## config.mk

```make
export PLATFORM = sky130hd
export DESIGN_NAME = axil_core_bridge
export DESIGN_NICKNAME = d
export VERILOG_FILES = /design/src/axil_pkg.sv /design/src/axil_core_bridge.sv
export SDC_FILE = /design/constraint.sdc
export NUM_CORES = 1
export LEC_CHECK = 0
export BUFFER_PORTS_ARGS = -buffer_cell sky130_fd_sc_hd__buf_2
export CAP_MARGIN = 20
export CORE_AREA = 4 4 81 83
export CTS_BUF_LIST = sky130_fd_sc_hd__clkbuf_16
export DETAILED_ROUTE_END_ITERATION = 16
export DIE_AREA = 0 0 85 87
export RECOVER_POWER = 100
export SLEW_MARGIN = 20
export SYNTH_ARGS = -nofsm -noshare
export SYNTH_HDL_FRONTEND = slang
export SYNTH_SLANG_ARGS = --single-unit
```

## constraint.sdc

```tcl
create_clock -name m_axi_aclk_i -period 1.35 [get_ports m_axi_aclk_i]
set_input_delay 0.27 -clock m_axi_aclk_i [delete_from_list [all_inputs] [get_ports m_axi_aclk_i]]
set_output_delay 0.27 -clock m_axi_aclk_i [all_outputs]
set_load 0.03 [all_outputs]
```

## src/axil_pkg.sv

```systemverilog
package axil_pkg;

  ////////////////////////////////////////////////////////////////////////////
  // bus payload types
  ////////////////////////////////////////////////////////////////////////////

  // byte address as issued by the core
  typedef logic [31:0] addr_t;

  // the core is 32-bit, so the data bus is fixed at one word
  typedef logic [31:0] data_t;

  // one enable bit per byte of data_t
  typedef logic [3:0] strb_t;

  typedef logic [1:0] resp_t;

  localparam resp_t RESP_OKAY   = 2'd0;
  localparam resp_t RESP_SLVERR = 2'd2;

  ////////////////////////////////////////////////////////////////////////////
  // state machines
  ////////////////////////////////////////////////////////////////////////////

  typedef enum logic [1:0] {
    WR_IDLE,
    WR_ADDR_DATA,
    WR_RESP
  } wr_state_t;

  typedef enum logic [1:0] {
    RD_IDLE,
    RD_ADDR,
    RD_DATA
  } rd_state_t;

  typedef enum logic [1:0] {
    S_IDLE,
    S_WAIT,
    S_WRITE_RESP,
    S_READ_DATA
  } slv_state_t;

endpackage

```

## src/axil_core_bridge.sv

```systemverilog
`timescale 1ns/1ns

module axil_core_bridge (
  input  logic             m_axi_aclk_i,
  input  logic             m_axi_aresetn_i,
  // core request port
  input  logic             req_i,
  input  logic             req_we_i,
  input  axil_pkg::addr_t  req_addr_i,
  input  axil_pkg::data_t  req_wdata_i,
  input  axil_pkg::strb_t  req_wstrb_i,
  output logic             busy_o,
  output logic             done_o,
  output axil_pkg::data_t  done_rdata_o,
  output axil_pkg::resp_t  done_resp_o,
  // towards the master
  output logic             start_read_o,
  output logic             start_write_o,
  output axil_pkg::addr_t  addr_o,
  output axil_pkg::data_t  wdata_o,
  output axil_pkg::strb_t  wstrb_o,
  // from the master
  input  logic             rd_done_i,
  input  logic             wr_done_i,
  input  axil_pkg::data_t  rdata_i,
  input  axil_pkg::resp_t  rresp_i,
  input  axil_pkg::resp_t  bresp_i
);

  logic busy_q;
  logic pending_we_q;
  logic accept;

  // only the done strobe of the access in flight ends it
  assign done_o = busy_q && (pending_we_q ? wr_done_i : rd_done_i);

  // busy falls in the done cycle so a back-to-back request is taken
  assign busy_o = busy_q && !done_o;

  // requests made while busy are dropped here
  assign accept = req_i && !busy_o;

  assign start_read_o  = accept && !req_we_i;
  assign start_write_o = accept && req_we_i;

  // the master samples these only with a start strobe
  assign addr_o  = req_addr_i;
  assign wdata_o = req_wdata_i;
  assign wstrb_o = req_wstrb_i;

  // writes report zero data
  assign done_rdata_o = pending_we_q ? '0 : rdata_i;
  assign done_resp_o  = pending_we_q ? bresp_i : rresp_i;

  always_ff @(posedge m_axi_aclk_i, negedge m_axi_aresetn_i)
  begin
    if (!m_axi_aresetn_i)
    begin
      busy_q       <= 1'b0;
      pending_we_q <= 1'b0;
    end
    else if (accept)
    begin
      busy_q       <= 1'b1;
      pending_we_q <= req_we_i;
    end
    else if (done_o)
    begin
      busy_q <= 1'b0;
    end
  end

endmodule

```

# Word-level counts from Yosys, hierarchy flattened
# Cells that the tools add are included.
[totals]
register_bits = 2
output_inout_bits = 106
elab_cells = 16
input_bits = 110
[classes]
n_reduce_logical = 9
mux = 5
[op_table]
columns = ["cell", "count"]
rows = [
  ["$mux 32", 1],
  ["$logic_and 1x1->1", 5],
  ["$logic_not 1->1", 3],
  ["$mux 1", 3],
  ["$mux 2", 1],
  ["$reduce_bool 2->1", 1],
]

# Longest topological paths before layout
[depth]
ltp_word = 7
ltp_mapped = 4

# Worst setup path after synthesis
# No wires, ideal clock.
[synth_timing]
kind = "reg-to-output"
from = "register pending_we_q"
to = "output port start_read_o"
slack_ps = -381
path_stages_with_launch = 5
path_buffers = 1
t_arrival_ps = 1461
path_cell_list = "dfrtp_1 > buf_6 > mux2i_1 > and2_4 > nor3_1"
[synth_between]
elab_chain_len = 7
[synth_lines]
columns = ["element", "line_no", "text"]
rows = [
  ["start: declaration", "axil_core_bridge.sv:31", "logic pending_we_q;"],
  ["start signal: assignment", "axil_core_bridge.sv:65", "pending_we_q <= req_we_i;"],
  ["$mux 1", "axil_core_bridge.sv:35", "assign done_o = busy_q && (pending_we_q ? wr_done_i : rd_done_i);"],
  ["$logic_and 1x1->1", "axil_core_bridge.sv:35", ""],
  ["$logic_not 1->1", "axil_core_bridge.sv:38", "assign busy_o = busy_q && !done_o;"],
  ["$logic_and 1x1->1", "axil_core_bridge.sv:38", ""],
  ["named net busy_o", "axil_core_bridge.sv:12", "output logic busy_o,"],
  ["$logic_not 1->1", "axil_core_bridge.sv:41", "assign accept = req_i && !busy_o;"],
  ["$logic_and 1x1->1", "axil_core_bridge.sv:41", ""],
  ["$logic_and 1x1->1", "axil_core_bridge.sv:43", "assign start_read_o = accept && !req_we_i;"],
  ["end: declaration", "axil_core_bridge.sv:17", "output logic start_read_o,"],
]
# The timed path passes the listed nets, and every way through them passes these cells.

# Worst setup path in the final report
[layout_timing]
from = "register pending_we_q"
to = "output port start_read_o"
[layout_between]
elab_chain_len = 7
[layout_lines]
columns = ["element", "line_no"]
rows = [
  ["$mux 1", "axil_core_bridge.sv:35"],
  ["$logic_and 1x1->1", "axil_core_bridge.sv:35"],
  ["$logic_not 1->1", "axil_core_bridge.sv:38"],
  ["$logic_and 1x1->1", "axil_core_bridge.sv:38"],
  ["$logic_not 1->1", "axil_core_bridge.sv:41"],
  ["$logic_and 1x1->1", "axil_core_bridge.sv:41"],
  ["$logic_and 1x1->1", "axil_core_bridge.sv:43"],
]
# No other way between the ends.

==> qor.yml <==
synth:
  ys.flop_type: "dfrtp_1"
  ys_ff_latch: 2
  yosys_warnings: 0
  synth.most_common_cell: "buf_4"
  synth.avg_cell_area_um2: 7.403
  ys_seq_area_share_pct: 5.634
  synthAdderAreaFrac_pct: 0
  yosysTopAreaCellShare_pct: 57.46
  synth-edff-count: 0
  synth_area_leaders: "buf_4, nor2b_1, dfrtp_1"
  synth-simple-area-share_pct: 28.87
  synthXorXnorAreaFrac_pct: 0
  synth_top_family_by_area: "buffers and inverters"
  synthArstFlopShare_pct: 100.0
  ys_types: 16
  synthesis.area_um2: 888.4
  synth_mux_area_share_pct: 3.662
  synth-compound-area-share_pct: 1.408
  synthCells: 120
  yosys.area.top_type: "buf_4"
  syn_nets: 230
  synthTopCellsByCount: "buf_4, nor2b_1, and2b_2"
clocking:
  cts.clk_slew.worst_paths_ns: 0.03
  clockBufferDepth: 2
  htreeDepth: 1
  numCtsBuffers: 3
  cts_tree: "built"
  clock-sinks: 2
  clock_latency_ns: 0.22
  cts_root_buffer: "clkbuf_16"
worst_setup_path:
  worstSetupPathType: "reg2out"
  cpPeakStageDelay_ns: 0.43
  crit_path_start_kind: "flop"
  slowest_stage: "dfrtp_2"
  critPathArrivalTime_ns: 1.31
  crit_path_max_fanout: 5
  worstPathCellList: "mux2i_2, and2_4, nor3_4, buf_6"
  r2r_slack_ns: 0.22
  cp_top_family: "flip-flops"
  cp-end-kind: "primary output"
  cp_num_buf_inv: 1
  worstPathRequired_ns: 1.08
layout:
  layout-drive-gt1-share_pct: 82.01
  diodes: 0
  final_nets: 251
  stdcell_count: 214
  area_delta_synth_final_pct: 55.92
timing:
  hold_violations: 0
  fin_hold_ws_ns: 0.2870
  grt_setup_unrepaired: "true"
  layout_setup_ws_ns: -0.2254
  fmax_ghz: 0.6348
  timing.final.crit_period_ns: 1.575
  tns_ns: -5.959
  worst_pin_slew_ns: 0.1756
  fin_crit_sh_pct: 116.7
  fin_skew_ns: 0.0004646
  finalSetupViolCount: 38
  maxSlewHeadroom_pct: 88.06
  slew_viol_final: 0
detailed_routing:
  dr_total_vias: 769
  wl_per_cell_um: 12.54
  via_per_inst: 3.593
  drt_iter0_drc: 8
  drc: 0
  wl_um: 2683
  drt-pass1-iter-count: 4
  ant_nets: 0
floorplanning:
  die_w_um: 85
  die_y_um: 87
  rows: 28
  pin_count: 216
  core_um2: 5851
  die-area_um2: 7395
  start_util_pct: 15.18
power:
  power_frac_comb_pct: 66.0
  p_seq_share_pct: 5.4
  p_clk_share_pct: 28.5
  p_int_mw: 0.9582
  power.switching_mw: 0.6096
  switching_share_pct: 38.88
  power_mw: 1.568
  p_per_area_nw_per_um2: 1132
  leakagePower_nw: 0.7091
  peakVddDrop_mv: 0.6306
placed_design:
  place_ws_ns: -0.02927
  gp_congestion: 0.5762
  portBuffers: 79
  place_inst: 204
  dpl.hpwl_um: 1927
outcome:
  violations: "negative setup slack"
  run_status: "finished with violations"
global_routing:
  antenna_found_initial: 0
  overflow: 0
  grt_pass1_vias: 752
  grt_pass1_wl_um: 3643
  grt_max_degree: 14
  grt_usage_pct: 6.212
job:
  cap_violations: 0
hold_path:
  hold_path_class: "in2reg"
## worst register-to-register path, cell delays in order, from the launching register on
cell	delay, ns
dfrtp_2	0.45
mux2i_2	0.17
and2_4	0.17
or2_1	0.21
## placed cells by master (no fill, tap or decap), drive strengths merged
master	count
buf	85
and2	1
nor3	1
clkbuf	5
inv	1
o31ai	1
mux2i	1
dlygate4sd3	1
or2	1
o21ai	1
nor2b	31
mux2	2
dfrtp	2
and2b	4
nor2	1
nand2	1
## area by class of cell
type,count,area (um2)
clock buffer,3,75.07
inverter,1,3.754
fill,634,4466
multi-input combinational,45,436.7
sequential,2,51.30
tap,75,93.84
timing repair buffer,88,724.4
## cells by family after synthesis
family                 Yosys count
buffers and inverters           73
AND/OR/NAND/NOR                 40
multiplexers                     3
AO/OA/AOI/OAI                    2
flip-flops                       2
## layer usage
layer	global-route usage (%)	vias up	share of wire [%]
li1	-	335	-
met2	10.52	78	48
met5	0	-	0
met3	2.365	16	14
met4	5.180	0	3.9
met1	5.968	340	34
## final timing paths
path	start	end	depth (start not counted)
worst max-delay path	pending_we_q	start_read_o	4
worst min-delay path	req_i	busy_q	2
worst max register to register	pending_we_q	busy_q	3
worst min register to register	busy_q	pending_we_q	2
max in group asynchronous	m_axi_aresetn_i	pending_we_q	2
min in group asynchronous	m_axi_aresetn_i	pending_we_q	2
## power groups by stage
stage,Sequential [mW],Combinational [mW],Clock [mW]
after floorplan,0.0734,0.832,0
after global placement,0.0794,0.681,0
after detailed placement,0.0801,0.686,0
after CTS,0.0852,0.937,0.454
after global routing,0.0875,1.09,0.461
final,0.0847,1.04,0.448
## metrics by stage
| step | area [um2] | utilization (%) |
|---|---|---|
| 2_1_floorplan | 907.1 | - |
| 3_3_place_gp | 903.4 | 15.44 |
| 3_5_place_dp | 903.4 | 15.44 |
| 4_1_cts | 1256 | 21.47 |
| 5_1_grt | 1385 | 23.67 |
| 6_report | 1385 | 23.67 |
## repair_timing
| item | CTS | global route |
|---|---|---|
| resized for setup | 64 | 28 |
| endpoints found under the hold margin | 2 | 0 |
| setup endpoints to repair | 38 | 38 |
| pin swaps | 2 | 0 |
| gates cloned | 2 | 1 |
| hold buffers | 1 | 0 |
| setup buffers | 3 | 1 |
## flip-flops by register name (all words and copies together) (netlist names)
signal        count
pending_we_q      1
busy_q            1
No activity file was read; power rests on OpenSTA's default activity.
