--- src/axil_pkg.sv ---
package axil_pkg;

  ////////////////////////////////////////////////////////////////////////////
  // bus payload types
  ////////////////////////////////////////////////////////////////////////////

  // byte address as issued by the core
  typedef logic [31:0] addr_t;

  // the core is 32-bit, so the data bus is fixed at one word
  typedef logic [31:0] data_t;

  // one enable bit per byte of data_t
  typedef logic [3:0] strb_t;

  typedef logic [1:0] resp_t;

  localparam resp_t RESP_OKAY   = 2'd0;
  localparam resp_t RESP_SLVERR = 2'd2;

  ////////////////////////////////////////////////////////////////////////////
  // state machines
  ////////////////////////////////////////////////////////////////////////////

  typedef enum logic [1:0] {
    WR_IDLE,
    WR_ADDR_DATA,
    WR_RESP
  } wr_state_t;

  typedef enum logic [1:0] {
    RD_IDLE,
    RD_ADDR,
    RD_DATA
  } rd_state_t;

  typedef enum logic [1:0] {
    S_IDLE,
    S_WAIT,
    S_WRITE_RESP,
    S_READ_DATA
  } slv_state_t;

endpackage

--- src/axil_master.sv ---
`timescale 1ns/1ns

module axil_master (
  input  logic             m_axi_aclk_i,
  input  logic             m_axi_aresetn_i,
  // read address channel
  output axil_pkg::addr_t  m_axi_araddr_o,
  output logic [2:0]       m_axi_arprot_o,
  output logic             m_axi_arvalid_o,
  input  logic             m_axi_arready_i,
  // read data channel
  input  axil_pkg::data_t  m_axi_rdata_i,
  input  axil_pkg::resp_t  m_axi_rresp_i,
  input  logic             m_axi_rvalid_i,
  output logic             m_axi_rready_o,
  // write address channel
  output axil_pkg::addr_t  m_axi_awaddr_o,
  output logic [2:0]       m_axi_awprot_o,
  output logic             m_axi_awvalid_o,
  input  logic             m_axi_awready_i,
  // write data channel
  output axil_pkg::data_t  m_axi_wdata_o,
  output axil_pkg::strb_t  m_axi_wstrb_o,
  output logic             m_axi_wvalid_o,
  input  logic             m_axi_wready_i,
  // write response channel
  input  axil_pkg::resp_t  m_axi_bresp_i,
  input  logic             m_axi_bvalid_i,
  output logic             m_axi_bready_o,
  // command side
  input  logic             start_read_i,
  input  axil_pkg::addr_t  raddr_i,
  input  logic             start_write_i,
  input  axil_pkg::addr_t  wraddr_i,
  input  axil_pkg::data_t  wrdata_i,
  input  axil_pkg::strb_t  wstrb_i,
  output axil_pkg::data_t  rdata_o,
  output axil_pkg::resp_t  rresp_o,
  output logic             rd_done_o,
  output axil_pkg::resp_t  bresp_o,
  output logic             wr_done_o
);

  axil_pkg::wr_state_t wr_state_q;
  axil_pkg::rd_state_t rd_state_q;
  logic                aw_done;
  logic                w_done;
  logic                b_hs;
  logic                r_hs;

  // plain data accesses only
  assign m_axi_arprot_o = 3'b000;
  assign m_axi_awprot_o = 3'b000;

  // a channel is finished once its valid is gone or its handshake is on this edge
  assign aw_done = !m_axi_awvalid_o || m_axi_awready_i;
  assign w_done  = !m_axi_wvalid_o || m_axi_wready_i;
  assign b_hs    = m_axi_bvalid_i && m_axi_bready_o;
  assign r_hs    = m_axi_rvalid_i && m_axi_rready_o;

  ////////////////////////////////////////////////////////////////////////////
  // write path
  ////////////////////////////////////////////////////////////////////////////

  always_ff @(posedge m_axi_aclk_i, negedge m_axi_aresetn_i)
  begin
    if (!m_axi_aresetn_i)
    begin
      wr_state_q      <= axil_pkg::WR_IDLE;
      m_axi_awvalid_o <= 1'b0;
      m_axi_wvalid_o  <= 1'b0;
      m_axi_bready_o  <= 1'b0;
      wr_done_o       <= 1'b0;
    end
    else
    begin
      wr_done_o <= 1'b0;
      case (wr_state_q)
        axil_pkg::WR_IDLE:
          if (start_write_i)
          begin
            m_axi_awvalid_o <= 1'b1;
            m_axi_wvalid_o  <= 1'b1;
            m_axi_bready_o  <= 1'b1;
            wr_state_q      <= axil_pkg::WR_ADDR_DATA;
          end
        axil_pkg::WR_ADDR_DATA:
        begin
          // AW and W retire independently
          if (m_axi_awready_i)
            m_axi_awvalid_o <= 1'b0;
          if (m_axi_wready_i)
            m_axi_wvalid_o <= 1'b0;
          if (aw_done && w_done)
            wr_state_q <= axil_pkg::WR_RESP;
        end
        axil_pkg::WR_RESP:
          if (b_hs)
          begin
            m_axi_bready_o <= 1'b0;
            wr_done_o      <= 1'b1;
            wr_state_q     <= axil_pkg::WR_IDLE;
          end
        default:
          wr_state_q <= axil_pkg::WR_IDLE;
      endcase
    end
  end

  // write payload is held from the start strobe until the handshakes
  always_ff @(posedge m_axi_aclk_i)
  begin
    if ((wr_state_q == axil_pkg::WR_IDLE) && start_write_i)
    begin
      m_axi_awaddr_o <= wraddr_i;
      m_axi_wdata_o  <= wrdata_i;
      m_axi_wstrb_o  <= wstrb_i;
    end
    if ((wr_state_q == axil_pkg::WR_RESP) && b_hs)
      bresp_o <= m_axi_bresp_i;
  end

  ////////////////////////////////////////////////////////////////////////////
  // read path
  ////////////////////////////////////////////////////////////////////////////

  always_ff @(posedge m_axi_aclk_i, negedge m_axi_aresetn_i)
  begin
    if (!m_axi_aresetn_i)
    begin
      rd_state_q      <= axil_pkg::RD_IDLE;
      m_axi_arvalid_o <= 1'b0;
      m_axi_rready_o  <= 1'b0;
      rd_done_o       <= 1'b0;
    end
    else
    begin
      rd_done_o <= 1'b0;
      case (rd_state_q)
        axil_pkg::RD_IDLE:
          if (start_read_i)
          begin
            m_axi_arvalid_o <= 1'b1;
            m_axi_rready_o  <= 1'b1;
            rd_state_q      <= axil_pkg::RD_ADDR;
          end
        axil_pkg::RD_ADDR:
          if (m_axi_arready_i)
          begin
            m_axi_arvalid_o <= 1'b0;
            rd_state_q      <= axil_pkg::RD_DATA;
          end
        axil_pkg::RD_DATA:
          if (r_hs)
          begin
            m_axi_rready_o <= 1'b0;
            rd_done_o      <= 1'b1;
            rd_state_q     <= axil_pkg::RD_IDLE;
          end
        default:
          rd_state_q <= axil_pkg::RD_IDLE;
      endcase
    end
  end

  always_ff @(posedge m_axi_aclk_i)
  begin
    if ((rd_state_q == axil_pkg::RD_IDLE) && start_read_i)
      m_axi_araddr_o <= raddr_i;
    // result is captured on the R handshake
    if ((rd_state_q == axil_pkg::RD_DATA) && r_hs)
    begin
      rdata_o <= m_axi_rdata_i;
      rresp_o <= m_axi_rresp_i;
    end
  end

endmodule

--- config.mk ---
export PLATFORM = sky130hd
export DESIGN_NAME = axil_master
export DESIGN_NICKNAME = d
export VERILOG_FILES = /design/src/axil_pkg.sv /design/src/axil_master.sv
export SDC_FILE = /design/constraint.sdc
export NUM_CORES = 1
export LEC_CHECK = 0
export BUFFER_PORTS_ARGS = -buffer_cell sky130_fd_sc_hd__buf_2
export CAP_MARGIN = 40
export CORE_AREA = 2 2 114 116
export CTS_BUF_LIST = sky130_fd_sc_hd__clkbuf_16
export DETAILED_ROUTE_END_ITERATION = 8
export DIE_AREA = 0 0 116 118
export HOLD_SLACK_MARGIN = 0.05
export MAX_ROUTING_LAYER = met4
export PLACE_DENSITY = 0.86
export SYNTH_ARGS = -nofsm -noshare
export SYNTH_HDL_FRONTEND = slang
export SYNTH_SLANG_ARGS = --single-unit
--- constraint.sdc ---
create_clock -name m_axi_aclk_i -period 3.6 [get_ports m_axi_aclk_i]
set_input_delay 0.72 -clock m_axi_aclk_i [delete_from_list [all_inputs] [get_ports m_axi_aclk_i]]
set_output_delay 0.72 -clock m_axi_aclk_i [all_outputs]
set_load 0.1 [all_outputs]
Word level (Yosys, flattened, before mapping)
Cells that the tools add are included.
Storage, ports and cells
  register bits after elaboration: 147
  word-level logic and storage cells: 76
  output and inout port bits: 149
  input port bits: 145
Operators by class
  reduce and logical (&&, ||, !) cells: 24
  multiplexer cells: 24
  equality and inequality tests: 12
Operators with widths (count)
  $reduce_and A3 Y1: 7
  $ne A2 B2 Y1 const B: 8
  $mux W2: 6
  $pmux W2 S3: 2
  $mux W1: 11
  $pmux W1 S2: 5
  $reduce_bool A2 Y1: 4
  $logic_and A1 B1 Y1: 7
  $eq A2 B1 Y1 const B: 2
  $eq A2 B2 Y1 const B: 2
  $logic_not A2 Y1: 2
  $logic_not A1 Y1: 2
  $logic_or A1 B1 Y1: 2

Depth between registers and ports, before layout
Gate-level depths: netlist (run 1).
  depth in word-level cells: 5
  depth in mapped cells: 3
  depth with buffers taken out: 3

Worst setup path before layout (run 1)
Ideal clock, no wire load.
  path kind: input-to-reg
  start point: input port start_write_i
  end point: register m_axi_awaddr_o[0], enable pin
  setup time: 0.494 ns
  required time: 3.106 ns
  path slack: -0.522 ns
  arrival: 3.627 ns
  stages on the path: 2
  cells stage by stage: nand2b_1 -> nor2_1
On the way
  longest elaborated chain between the ends: 1
RTL lines
  from (decl): RTL line axil_master.sv:33  | input logic start_write_i,
  $logic_and A1 B1 Y1: RTL line axil_master.sv:113  | if ((wr_state_q == axil_pkg::WR_IDLE) && start_write_i)
  to (signal assigned): RTL line axil_master.sv:115  | m_axi_awaddr_o <= wraddr_i;
  to (decl): RTL line axil_master.sv:17  | output axil_pkg::addr_t m_axi_awaddr_o,
No other way between the ends.
A chain may end at the register's enable or synchronous reset.

Final worst setup path (run 1)
  start point: register m_axi_wvalid_o
  end point: output port m_axi_wvalid_o
RTL lines
  from (decl): RTL line axil_master.sv:24  | output logic m_axi_wvalid_o,
  from (signal assigned): RTL line axil_master.sv:71  | m_axi_wvalid_o <= 1'b0;
  from (signal assigned): RTL line axil_master.sv:83  | m_axi_wvalid_o <= 1'b1;
  from (signal assigned): RTL line axil_master.sv:93  | m_axi_wvalid_o <= 1'b0;
No word-level cell between the ends.

==> results.md, run 1 <==
Worst setup path:
- The terminus of the critical flop-to-flop path is m_axi_wdata_o[30]$_DFFE_PP_.
- The signal on the critical path passes through buf_2.
- Tracing the worst setup path back leads to its startpoint at m_axi_wvalid_o$_DFFE_PN0P_.
- The path length in cells of the critical path is 1.
- The register-to-register setup slack is 1.80 ns.
- The number of buffers and inverters on the critical path is 1.
- The delay of the slowest critical-path stage is 0.48 ns.
- STA classifies the critical path endpoint as an output pin.
- The number of cells traversed by the worst register-to-register path is 3.
- The critical path arrival is 1.28 ns.
- The required time of the critical path is 2.88 ns.
- The worst setup path is launched from a register.
- Along the worst path, the maximum fanout reaches 4.
- The critical path is of the register to output pin type.
- The largest delay contributor family on the critical path is buffers and inverters.
- For this design, the slowest cell found on the critical path is sky130_fd_sc_hd__buf_2.
- The startpoint identified for the worst register-to-register timing path is wr_state_q[1]$_DFFE_PN0P_.
- The worst setup path endpoint is m_axi_wvalid_o.

CTS:
- The count of hold-fix buffers inserted at cts is 0.
- The maximum count of clock buffers along a single path is 2.
- The number of gates resized after CTS was 0.
- The worst-skew pair later-pin latency is 0.41 ns.
- The number of setup buffers added after CTS is 0.
- The H-tree generated during clock tree synthesis spans 4 levels.
- Clock tree synthesis selected as its root buffer the cell sky130_fd_sc_hd__clkbuf_16.
- TritonCTS created 17 clock buffers.
- The clock sink total is 147.
- TritonCTS built the clock tree.
- Clock-pin slew was measured on the worst setup and hold paths at 0.06 ns.

Floorplanning:
- The die area is 0.0137 mm².
- In this run the horizontal extent of the chip is 116 µm.
- For this design the top-level I/O count stands at 294.
- The height of the die is 118 µm.
- For this configuration, the core starts out at a cell density of 37.1%.
- The floorplan has 41 rows.
- The core area is 0.0124 mm².

Global route:
- The global router's overall resource usage is 15.8%.
- The total overflow reported by the global router is 0.
- The initial antenna violation count is 1.
- The first global-routing pass estimated 15,500 µm of wire.
- The number of global-route vias before repair is 3,092.
- The pin count of the biggest net entering global routing is 69.

Routing:
- Across all layers, the routed design uses 2,971 vias.
- Dividing the detail-routed wire length by the instance count gives 15.3 µm.
- The DRC violation count after routing is 0.
- Using the TritonRoute via totals, the vias-per-cell ratio works out to 4.33.
- In this run the remaining antenna-violating nets after routing total 0.
- The wire length after detailed routing is 10,500 µm.
- The detailed router finished its first iteration with 186 violations.
- Before antenna repair, the detailed router went through 6 iterations.

Synthesis:
- Of all flip-flops after synthesis, the portion carrying an async set or reset was 7.48%.
- The sequential cell area fraction in the yosys report is 94.5%.
- The mean area per synthesized cell is 24.0 µm².
- The synthesis warning total is 0.
- Counting instances in the post-synthesis netlist gives the leading cell types as sky130_fd_sc_hd__edfxtp_1 (136), sky130_fd_sc_hd__dfrtp_1 (11), sky130_fd_sc_hd__o21ai_0 (8), sky130_fd_sc_hd__buf_4 (6), sky130_fd_sc_hd__nor2_1 (6).
- The post-synthesis cell type count is 19.
- The prevailing post-synth register cell is sky130_fd_sc_hd__edfxtp_1.
- The synthesis-stage register bit count is 147.
- Of all cell types, the one taking the most synthesized area is sky130_fd_sc_hd__edfxtp_1.
- The number of instances in the synthesized netlist is 192.
- The number of enable-type register cells in the synthesized netlist is 136.
- Yosys attributes the largest share of cell area to sky130_fd_sc_hd__edfxtp_1 (89%), sky130_fd_sc_hd__dfrtp_1 (6.0%), sky130_fd_sc_hd__buf_4 (0.98%).
- The mapped cell area is 0.00461 mm².
- After synthesis, the largest area contributor takes up 88.6% of total cell area.
- The most common cell in the synthesized netlist is sky130_fd_sc_hd__edfxtp_1.

Cells and area:
- Summing all multi-input logic gate instances after layout gives 226 µm².
- At the end of the flow, the number of nets in the layout was 645.
- Registers take 0.00436 mm².
- The count of placed standard cells in the final layout, fillers left out is 686.
- Counting the fill cells in the layout gives 1,049.
- The cell area after layout is 0.00688 mm².
- In the final layout, the share of cells above drive strength 1 is 62.4%.
- The post-synthesis to final-layout area growth is 49.2%.

Timing:
- The max-slew violation count came to 0.
- The transition time of the tightest slew-check pin is 0.817 ns.
- The final setup violation count is 0.
- The number of failing hold endpoints at the final stage is 0.
- The final critical-path required period is 2.00 ns.
- On the final layout, the worst clock skew is 0.00404 ns.
- The final critical-path share of the clock period is 55.7%.
- Setup repair after global routing left no endpoint under its margin.
- The worst pin sits at a relative slew slack of 45.5%.
- The setup TNS is 0 ns.
- The highest clock rate is 0.499 GHz.

Power and ir drop:
- The reported leakage power is 2.94 nW.
- The total power density per cell area is 997 mW/mm².
- The worst IR drop on VDD is 0.000473 V.
- The completed layout was analyzed and its total power is 0.00686 W.

Placement:
- The total cell area at the placement stage is 0.00628 mm².
- The detailed placement HPWL is 7980 µm.
- The number of placed instances, taps included, is 653.
- The number of port buffers is 287.
- The routability congestion estimate is 0.749.

Outcome:
- The flow ran to the end, and the final reports show no timing, DRC or antenna violations.

Worst hold path:
- The tightest min-delay check is of the input port to asynchronous set/reset pin type.

Job:
- The count of max-cap constraint violations is 0.
[power breakdown]
group	internal, W	switching [W]	total (W)
Clock	0.00114	0.000628	0.00177
Sequential	0.00228	0.000131	0.00241
Combinational	0.000291	0.00239	0.00268
Total	0.00371	0.00315	0.00686
[metal layers]
layer	routed length, µm	track usage, %	vias to the layer above
li1	-	-	1356
met1	3780	17.2	1393
met2	5210	24.5	198
met3	1190	6.75	24
met4	297	8.48	0
met5	0	-	-
[registers in the layout (all words and copies together), names as in the netlist, 2 cells and up]
name / cells
bresp_o: 2
m_axi_araddr_o: 32
m_axi_awaddr_o: 32
m_axi_wdata_o: 32
m_axi_wstrb_o: 4
rd_state_q: 2
rdata_o: 32
rresp_o: 2
wr_state_q: 2
[how the worst min path moves through the flow]
stage / from / endpoint
6_report: m_axi_aresetn_i / rd_done_o$_DFF_PN0_
5_1_grt: m_axi_aresetn_i / rd_state_q[1]$_DFFE_PN0P_
4_1_cts: m_axi_aresetn_i / rd_state_q[1]$_DFFE_PN0P_
3_5_place_dp: m_axi_arvalid_o$_DFFE_PN0P_ / m_axi_arvalid_o$_DFFE_PN0P_
3_3_place_gp: wr_state_q[1]$_DFFE_PN0P_ / wr_state_q[0]$_DFFE_PN0P_
2_1_floorplan: m_axi_aresetn_i / m_axi_arvalid_o$_DFFE_PN0P_
[metrics by stage]
stage	hold slack, ns	util (%)	setup WS (ns)
6_report	0.180	55.4	1.60
5_1_grt	0.182	55.4	1.53
4_1_cts	0.169	55.4	1.57
3_5_place_dp	0.543	50.6	1.52
3_3_place_gp	0.505	50.6	1.59
2_1_floorplan	0.424	-	0.622
[cell families (layout without fill, tap and decap cells)]
family | Yosys count | count (layout) | synth area share, %
AO/OA/AOI/OAI | 15 | 15 | 1.87
buffers and inverters | 11 | 327 | 1.38
flip-flops | 147 | 147 | 94.5
other | 1 | 7 | 0.0813
AND/OR/NAND/NOR | 18 | 18 | 2.12
[cell type report]
cell class              count  share of cell area (%)
flip-flops and latches    147                    63.4
repair buffers            290                    21.2
clock buffers              17                    6.18
multi-input cells          39                    3.29
well taps                 172                    3.13
clock inverters            15                    2.51
inverters                   5                   0.273
diodes                      1                  0.0364
[cells in the final DEF (no fill, tap or decap), drive strengths merged, types with 2 or more instances in the layout]
cell type	Yosys	final
edfxtp	136	136
o21bai	2	2
inv	5	7
clkinv	0	7
a21oi	2	2
nand2b	4	4
clkbuf	0	17
nand2	3	3
conb	1	6
o21ai	9	9
nor2	6	6
bufinv	0	4
clkinvlp	0	2
dfrtp	11	11
buf	6	290
nand3	2	2
Note: power is estimated with default switching activity, not from simulation.
==> run 2: changes to the inputs <==
==> constraint.sdc (replaced) <==
create_clock -name m_axi_aclk_i -period 1.8 [get_ports m_axi_aclk_i]
set_input_delay 0.36 -clock m_axi_aclk_i [delete_from_list [all_inputs] [get_ports m_axi_aclk_i]]
set_output_delay 0.36 -clock m_axi_aclk_i [all_outputs]
set_load 0.1 [all_outputs]
==> run 2 against run 1 <==
Effect of this change:
- combinational power increased by 110%
- sequential cell count unchanged
- total power grew 100%
- sequential share of layout area decreased by 1.2 points
- register-to-register slack got worse by 1.6 ns
- die area is the same
- clock skew grew 0.0055 ns
==> results.md, run 2 (synthesis results as in run 1) <==
Outcome:
- Outcome: completed (unchanged).

Worst hold path:
- The hold path endpoint is rdata_o[24]$_DFFE_PP_.
- The worst hold path stage count is 1.
- The hold path startpoint is m_axi_rdata_i[24].
- The kind of path behind the tightest hold check is input port to register (was input port to asynchronous set/reset pin).

Worst setup path:
- The start of the worst register-to-register path is wr_state_q[1]$_DFFE_PN0P_ (unchanged).
- The number of buffers and inverters on the critical path came to 1 (unchanged).
- The delay of the slowest critical-path stage is 0.43 ns (was 0.48 ns).
- The largest delay contributor family on the critical path was flip-flops (was buffers and inverters).
- The critical path arrival is 1.27 ns (was 1.28 ns).
- The maximum fanout along the worst path was 3 (was 4).
- The terminus of the critical flop-to-flop path is m_axi_awaddr_o[9]$_DFFE_PP_ (was m_axi_wdata_o[30]$_DFFE_PP_).
- The path length in cells of the critical path is 1 (unchanged).
- The category of the critical setup timing path is register to output pin (unchanged).
- The register-to-register setup slack is 0.21 ns (was 1.80 ns).
- The number of cells traversed by the worst register-to-register path was 3 (unchanged).
- The cell at the slowest stage of the critical path is sky130_fd_sc_hd__dfrtp_4 (was sky130_fd_sc_hd__buf_2).
- The required time of the critical path was 1.44 ns (was 2.88 ns).
- Ordered cell list for the critical path: buf_2 (unchanged).
- The critical path capture point type is an output pin (unchanged).
- The element type at the critical path start is a register (unchanged).

Floorplanning:
- The core area is 0.0124 mm² (unchanged).
- The number of top-level design ports is 294 (unchanged).
- The initial standard-cell utilization of the core is 37.1% (unchanged).
- The die area is 0.0137 mm² (unchanged).
- The height of the die came to 118 µm (unchanged).
- The die width is 116 µm (unchanged).
- The cell row count is 41 (unchanged).

Cells and area:
- The final net count is 653 (was 645).
- Commonest cells after routing, fill and taps aside: sky130_fd_sc_hd__buf_2 (287), sky130_fd_sc_hd__edfxtp_1 (136), sky130_fd_sc_hd__clkbuf_16 (17) (unchanged).
- The core occupancy in the finished layout is 56.5% (was 55.4%).
- The ratio of cells with drive above 1 in the final layout is 64.0% (was 62.4%).
- The post-synthesis to final-layout area growth is 52.2% (was 49.2%).
- The commonest non-fill, non-tap cell in the layout is sky130_fd_sc_hd__buf_2 (unchanged).
- The number of fill cells was 958 (was 1,049).
- The count of placed standard cells in the final layout, fillers left out came to 693 (was 686).

Placement:
- The routability congestion estimate is 0.798 (was 0.749).
- The worst setup slack after placement was 0.177 ns (was 1.52 ns).
- The number of port buffers is 287 (unchanged).
- The detailed placement HPWL is 8940 µm (was 7980 µm).
- The number of placed instances with taps included is 660 (was 653).

Global route:
- The pin count of the biggest net entering global routing is 36 (was 69).
- The initial antenna violation count is 1 (unchanged).
- The total overflow reported by the global router came to 0 (unchanged).
- The wire length of the first global-routing pass came to 16,600 µm (was 15,500 µm).
- The global router's overall resource usage came to 17.2% (was 15.8%).
- The number of global-route vias before repair came to 3,290 (was 3,092).

Power and ir drop:
- The reported leakage power is 3.00 nW (was 2.94 nW).
- The reported net switching power was 0.00640 W (was 0.00315 W).
- The worst IR drop on VDD is 0.00102 V (was 0.000473 V).
- The fraction of power consumed by sequential logic was 34.6% (was 35.1%).
- The switching power share of the total was 45.8% (was 45.9%).
- The total power density per cell area is 1990 mW/mm² (was 997 mW/mm²).
- The clock network fraction of total power is 25.9% (was 25.8%).
- The combinational fraction of design power came to 39.5% (was 39.1%).
- The overall power after layout is 0.0140 W (was 0.00686 W).
- The internal power component is 0.00756 W (was 0.00371 W).

Timing:
- The max-slew violation count is 0 (unchanged).
- Timing would allow up to 0.612 GHz.
- The maximum clock skew at final layout came to 0.00958 ns (was 0.00404 ns).
- The tightest hold margin is 0.121 ns (was 0.180 ns).
- The clock period could shrink to 1.63 ns.
- Of the available clock period, the critical path in the final layout requires 90.7%.
- The final setup violation count came to 0 (unchanged).
- The number of failing hold endpoints at the final stage is 0 (unchanged).
- RSZ-0062 raised after global routing: no (unchanged).
- The final worst setup slack is 0.167 ns (was 1.60 ns).

CTS:
- The maximum count of clock buffers along a single path is 2 (unchanged).
- The total of cells resized after clock tree synthesis was 0 (unchanged).
- The clock-pin slew reported for the worst setup and hold paths after clock tree synthesis is 0.06 ns (about the same).
- The total number of H-tree levels came to 4 (unchanged).
- The worst-skew pair later-pin latency is 0.41 ns (about the same).
- The cell chosen for the clock root was sky130_fd_sc_hd__clkbuf_16 (unchanged).
- The TritonCTS buffer count came to 17 (unchanged).
- The number of setup buffers added after CTS is 0 (unchanged).
- The count of hold-fix buffers inserted at cts came to 1 (was 0).
- The clock sink total is 147 (unchanged).
- The CTS tree is done (unchanged).

Routing:
- The number of nets with antenna violations after routing was 0 (unchanged).
- The routed wire length per instance is 16.6 µm (was 15.3 µm).
- The overall via count from detail_route is 3,008 (was 2,971).
- The wire length after detailed routing is 11,500 µm (was 10,500 µm).
- The post-detailed-route via-to-cell ratio is 4.34 (was 4.33).
- The count of TritonRoute iterations in the first routing pass is 4 (was 6).
- The iteration-0 DRC count of the detailed router was 156 (was 186).
- The DRC violation count after routing was 0 (unchanged).

Job:
- The count of max-cap constraint violations is 0 (unchanged).
[run 2: cell count changes in the layout (fill, tap and decap cells not counted), sizes merged]
cell | before | now
clkinv | 7 | 4
buf | 290 | 297
dlygate4sd3 | 0 | 1
inv | 7 | 8
clkinvlp | 2 | 3
[run 2: power by group through the flow]
stage               logic, W  registers [W]  clock network [W]
floorplan           0.000484        0.00893                  0
global placement     0.00547        0.00487                  0
detailed placement   0.00554        0.00491                  0
CTS                  0.00554        0.00484            0.00371
global route         0.00566        0.00491            0.00383
finish               0.00551        0.00483            0.00362
[run 2: per-layer routing]
layer | track usage (%) | part of all wire, % | vias to the layer above
li1 | - | - | 1371
met1 | 17.8 | 36 | 1424
met2 | 29.1 | 53 | 194
met3 | 6.54 | 9.3 | 19
met4 | 6.99 | 2.0 | 0
met5 | - | 0 | -
[run 2: worst register-to-register path: stages, from the launching register on]
cell and delay (ns):
sky130_fd_sc_hd__dfrtp_1 0.43, sky130_fd_sc_hd__nand2b_4 0.18, sky130_fd_sc_hd__nor2_4 0.40, sky130_fd_sc_hd__buf_12 0.27
[run 2: stage by stage]
| stage | instance area, µm² | setup TNS [ns] |
|---|---|---|
| global placement | 6390 | 0 |
| detailed placement | 6390 | 0 |
| floorplan | 4670 | -21.44 |
| finish | 7020 | 0 |
| CTS | 7010 | 0 |
| global route | 7020 | 0 |
[run 2: worst max path at each step]
stage / from / to / slack, ns
2_1_floorplan: m_axi_rready_o$_DFFE_PN0P_ / rdata_o[0]$_DFFE_PP_ / -0.22
3_3_place_gp: wr_state_q[1]$_DFFE_PN0P_ / m_axi_wdata_o[5]$_DFFE_PP_ / 0.24
3_5_place_dp: wr_state_q[1]$_DFFE_PN0P_ / m_axi_awaddr_o[8]$_DFFE_PP_ / 0.18
4_1_cts: m_axi_rready_o$_DFFE_PN0P_ / m_axi_rready_o / 0.14
5_1_grt: m_axi_awaddr_o[24]$_DFFE_PP_ / m_axi_awaddr_o[24] / 0.12
6_report: m_axi_rready_o$_DFFE_PN0P_ / m_axi_rready_o / 0.17
[run 2: area by class of cell]
class | count | area (µm²) | area share [%]
flip-flops and latches | 147 | 4360 | 62.2
repair buffers | 298 | 1560 | 22.2
clock buffers | 17 | 425 | 6.06
multi-input cells | 39 | 241 | 3.44
well taps | 172 | 215 | 3.07
clock inverters | 14 | 190 | 2.71
inverters | 5 | 18.8 | 0.268
diodes | 1 | 2.50 | 0.0357
==> run 3: changes to the inputs <==
--- a/config.mk
+++ b/config.mk
@@ -11,6 +11,7 @@
 export CTS_BUF_LIST = sky130_fd_sc_hd__clkbuf_16
 export DETAILED_ROUTE_END_ITERATION = 8
 export DIE_AREA = 0 0 116 118
+export GPL_TIMING_DRIVEN = 0
 export HOLD_SLACK_MARGIN = 0.05
 export MAX_ROUTING_LAYER = met4
 export PLACE_DENSITY = 0.86
==> run 3 against run 2 <==
Effect of this change:
- sequential cell count is the same
- core utilization is 0.081 points lower
- via count rose by 0.17%
==> results.md, run 3 (synthesis results as in run 1) <==
Cells and area:
- The post-synthesis to final-layout area growth is 51.9% (was 52.2%).
- The ratio of cells with drive above 1 in the final layout was 64.5% (was 64.0%).
- The flip-flop and latch area is 0.00436 mm² (unchanged).
- The final net count is 661 (was 653).
- The number of fill cells was 995 (was 958).
- The core occupancy in the finished layout was 56.4% (was 56.5%).
- The multi-input logic area is 241 µm² (unchanged).
- The count of placed standard cells in the final layout, fillers left out came to 703 (was 693).
- The commonest non-fill, non-tap cell in the layout was sky130_fd_sc_hd__buf_2 (unchanged).
- Commonest cells after routing, fill and taps aside: sky130_fd_sc_hd__buf_2 (287), sky130_fd_sc_hd__edfxtp_1 (136), sky130_fd_sc_hd__clkbuf_16 (17) (unchanged).

Worst setup path:
- The terminus of the critical flop-to-flop path is m_axi_awaddr_o[28]$_DFFE_PP_ (was m_axi_awaddr_o[9]$_DFFE_PP_).
- The start of the worst register-to-register path is wr_state_q[1]$_DFFE_PN0P_ (unchanged).
- The delay of the slowest critical-path stage is 0.43 ns (about the same).
- The number of cells traversed by the worst register-to-register path is 4 (was 3).
- The path length in cells of the critical path is 1 (unchanged).
- The number of buffers and inverters on the critical path is 1 (unchanged).
- The maximum fanout along the worst path was 3 (unchanged).
- The required time of the critical path came to 1.44 ns (about the same).
- The cell at the slowest stage of the critical path is sky130_fd_sc_hd__dfrtp_4 (unchanged).
- The element type at the critical path start was a register (unchanged).
- The critical path capture point type is an output pin (unchanged).
- Ordered cell list for the critical path: buf_2 (unchanged).
- The critical path arrival is 1.28 ns (was 1.27 ns).
- The category of the critical setup timing path is register to output pin (unchanged).
- The largest delay contributor family on the critical path is flip-flops (unchanged).
- The register-to-register setup slack is 0.28 ns (was 0.21 ns).

Worst hold path:
- The worst hold path stage count is 1 (unchanged).
- The kind of path behind the tightest hold check is input port to register (unchanged).
- The hold path endpoint was rdata_o[24]$_DFFE_PP_ (unchanged).
- The hold path startpoint is m_axi_rdata_i[24] (unchanged).

Global route:
- The pin count of the biggest net entering global routing is 37 (was 36).
- The initial antenna violation count is 2 (was 1).
- The global router's overall resource usage is 16.9% (was 17.2%).
- The wire length of the first global-routing pass is 16,300 µm (was 16,600 µm).
- The total overflow reported by the global router is 0 (unchanged).
- The number of global-route vias before repair came to 3,083 (was 3,290).

Timing:
- The setup TNS was 0 ns (unchanged).
- The final critical-path required period was 1.64 ns (was 1.63 ns).
- The transition time of the tightest slew-check pin is 0.535 ns.
- The tightest slew margin relative to the limit is 64.6%.
- The number of failing hold endpoints at the final stage is 0 (unchanged).
- The final setup violation count is 0 (unchanged).
- The maximum clock skew at final layout is 0.00823 ns (was 0.00958 ns).
- The highest clock rate came to 0.610 GHz (was 0.612 GHz).
- The final critical-path share of the clock period is 91.1% (was 90.7%).
- RSZ-0062 raised after global routing: no (unchanged).
- The max-slew violation count is 0 (unchanged).

CTS:
- The CTS tree is done (unchanged).
- The clock sink total is 147 (unchanged).
- The maximum count of clock buffers along a single path was 2 (unchanged).
- The worst-skew pair later-pin latency was 0.41 ns (about the same).
- The total number of H-tree levels was 4 (unchanged).
- The clock-pin slew reported for the worst setup and hold paths after clock tree synthesis came to 0.06 ns (about the same).
- The cell chosen for the clock root is sky130_fd_sc_hd__clkbuf_16 (unchanged).
- The TritonCTS buffer count is 17 (unchanged).

Power and ir drop:
- The worst IR drop on VDD is 0.000845 V (was 0.00102 V).
- The reported leakage power is 3.00 nW (about the same).
- The total power density per cell area is 1920 mW/mm² (was 1990 mW/mm²).
- The overall power after layout is 0.0135 W (was 0.0140 W).

Routing:
- The overall via count from detail_route is 3,013 (was 3,008).
- The count of TritonRoute iterations in the first routing pass is 4 (unchanged).
- The routed wire length per instance is 16.4 µm (was 16.6 µm).
- The number of nets with antenna violations after routing is 0 (unchanged).
- The wire length after detailed routing is 11,500 µm (about the same).
- The DRC violation count after routing is 0 (unchanged).
- The post-detailed-route via-to-cell ratio is 4.29 (was 4.34).
- The iteration-0 DRC count of the detailed router is 215 (was 156).

Floorplanning:
- The core area came to 0.0124 mm² (unchanged).
- The height of the die is 118 µm (unchanged).
- The number of top-level design ports is 294 (unchanged).
- The die width is 116 µm (unchanged).
- The initial standard-cell utilization of the core is 37.1% (unchanged).
- The cell row count came to 41 (unchanged).
- The die area was 0.0137 mm² (unchanged).

Placement:
- The number of placed instances with taps included is 661 (was 660).
- The number of port buffers is 287 (unchanged).
- The routability congestion estimate is 0.781 (was 0.798).
- The detailed placement HPWL is 8840 µm (was 8940 µm).

Outcome:
- Outcome: completed (unchanged).

Job:
- The count of max-cap constraint violations came to 0 (unchanged).
run 3: cell types whose count changed in the layout (fill, tap and decap cells not counted), sizes merged:
cell / change
inv: -1
diode: +1
buf: +8
clkinv: +4
bufinv: -4
clkinvlp: +2
run 3: through the flow:
stage / setup slack, ns / area [µm²] / hold slack, ns
finish: 0.161 / 7010 / 0.118
global route: 0.122 / 7010 / 0.0943
CTS: 0.0241 / 6940 / 0.0962
detailed placement: 0.0195 / 6400 / 0.244
global placement: -0.606 / 6320 / 0.238
floorplan: -0.224 / 4670 / 0.0644
run 3: worst max path at each step:
stage	startpoint	to	slack (ns)
5_1_grt	m_axi_rready_o$_DFFE_PN0P_	m_axi_rready_o	0.12
6_report	m_axi_rready_o$_DFFE_PN0P_	m_axi_rready_o	0.16
3_5_place_dp	rd_state_q[0]$_DFFE_PN0P_	rdata_o[17]$_DFFE_PP_	0.02
3_3_place_gp	wr_state_q[1]$_DFFE_PN0P_	m_axi_wdata_o[21]$_DFFE_PP_	-0.61
2_1_floorplan	m_axi_rready_o$_DFFE_PN0P_	rdata_o[0]$_DFFE_PP_	-0.22
4_1_cts	rd_state_q[0]$_DFFE_PN0P_	rdata_o[17]$_DFFE_PP_	0.02
run 3: worst register-to-register path: stages, from the launching register on:
cell and delay, ns:
sky130_fd_sc_hd__dfrtp_1 0.44, sky130_fd_sc_hd__nand2b_4 0.18, sky130_fd_sc_hd__nor2_4 0.12, sky130_fd_sc_hd__buf_12 0.20
sky130_fd_sc_hd__buf_12 0.26
run 3: metal layers:
layer / track usage (%) / share of wire, %
met3: 6.23 / 9.1
met1: 18.0 / 37
met5: - / 0
met2: 28.2 / 53
met4: 7.29 / 1.9
run 3: area by class of cell:
type,instances,area share (%)
antenna,2,0.0714
buffer,6,0.643
clock buffer,17,6.07
clock inverter,15,1.36
inverter,5,0.268
multi-input combinational,39,3.45
sequential,147,62.3
tap,172,3.07
timing repair buffer,300,22.8
run 3: where the power goes:
part / total [W] / switching, W / internal [W]
Clock: 0.00307 / 0.00133 / 0.00174
Sequential: 0.00482 / 0.000269 / 0.00455
Combinational: 0.00557 / 0.00483 / 0.000737
Total: 0.0135 / 0.00643 / 0.00703
run 3: timing repair:
| item | CTS | global route |
|---|---|---|
| hold buffers | 1 | 0 |
| hold endpoints to repair | 11 | 0 |
| endpoints found under the setup margin | 0 | 57 |
| gates resized for setup | 0 | 0 |
| buffers inserted | 0 | 7 |
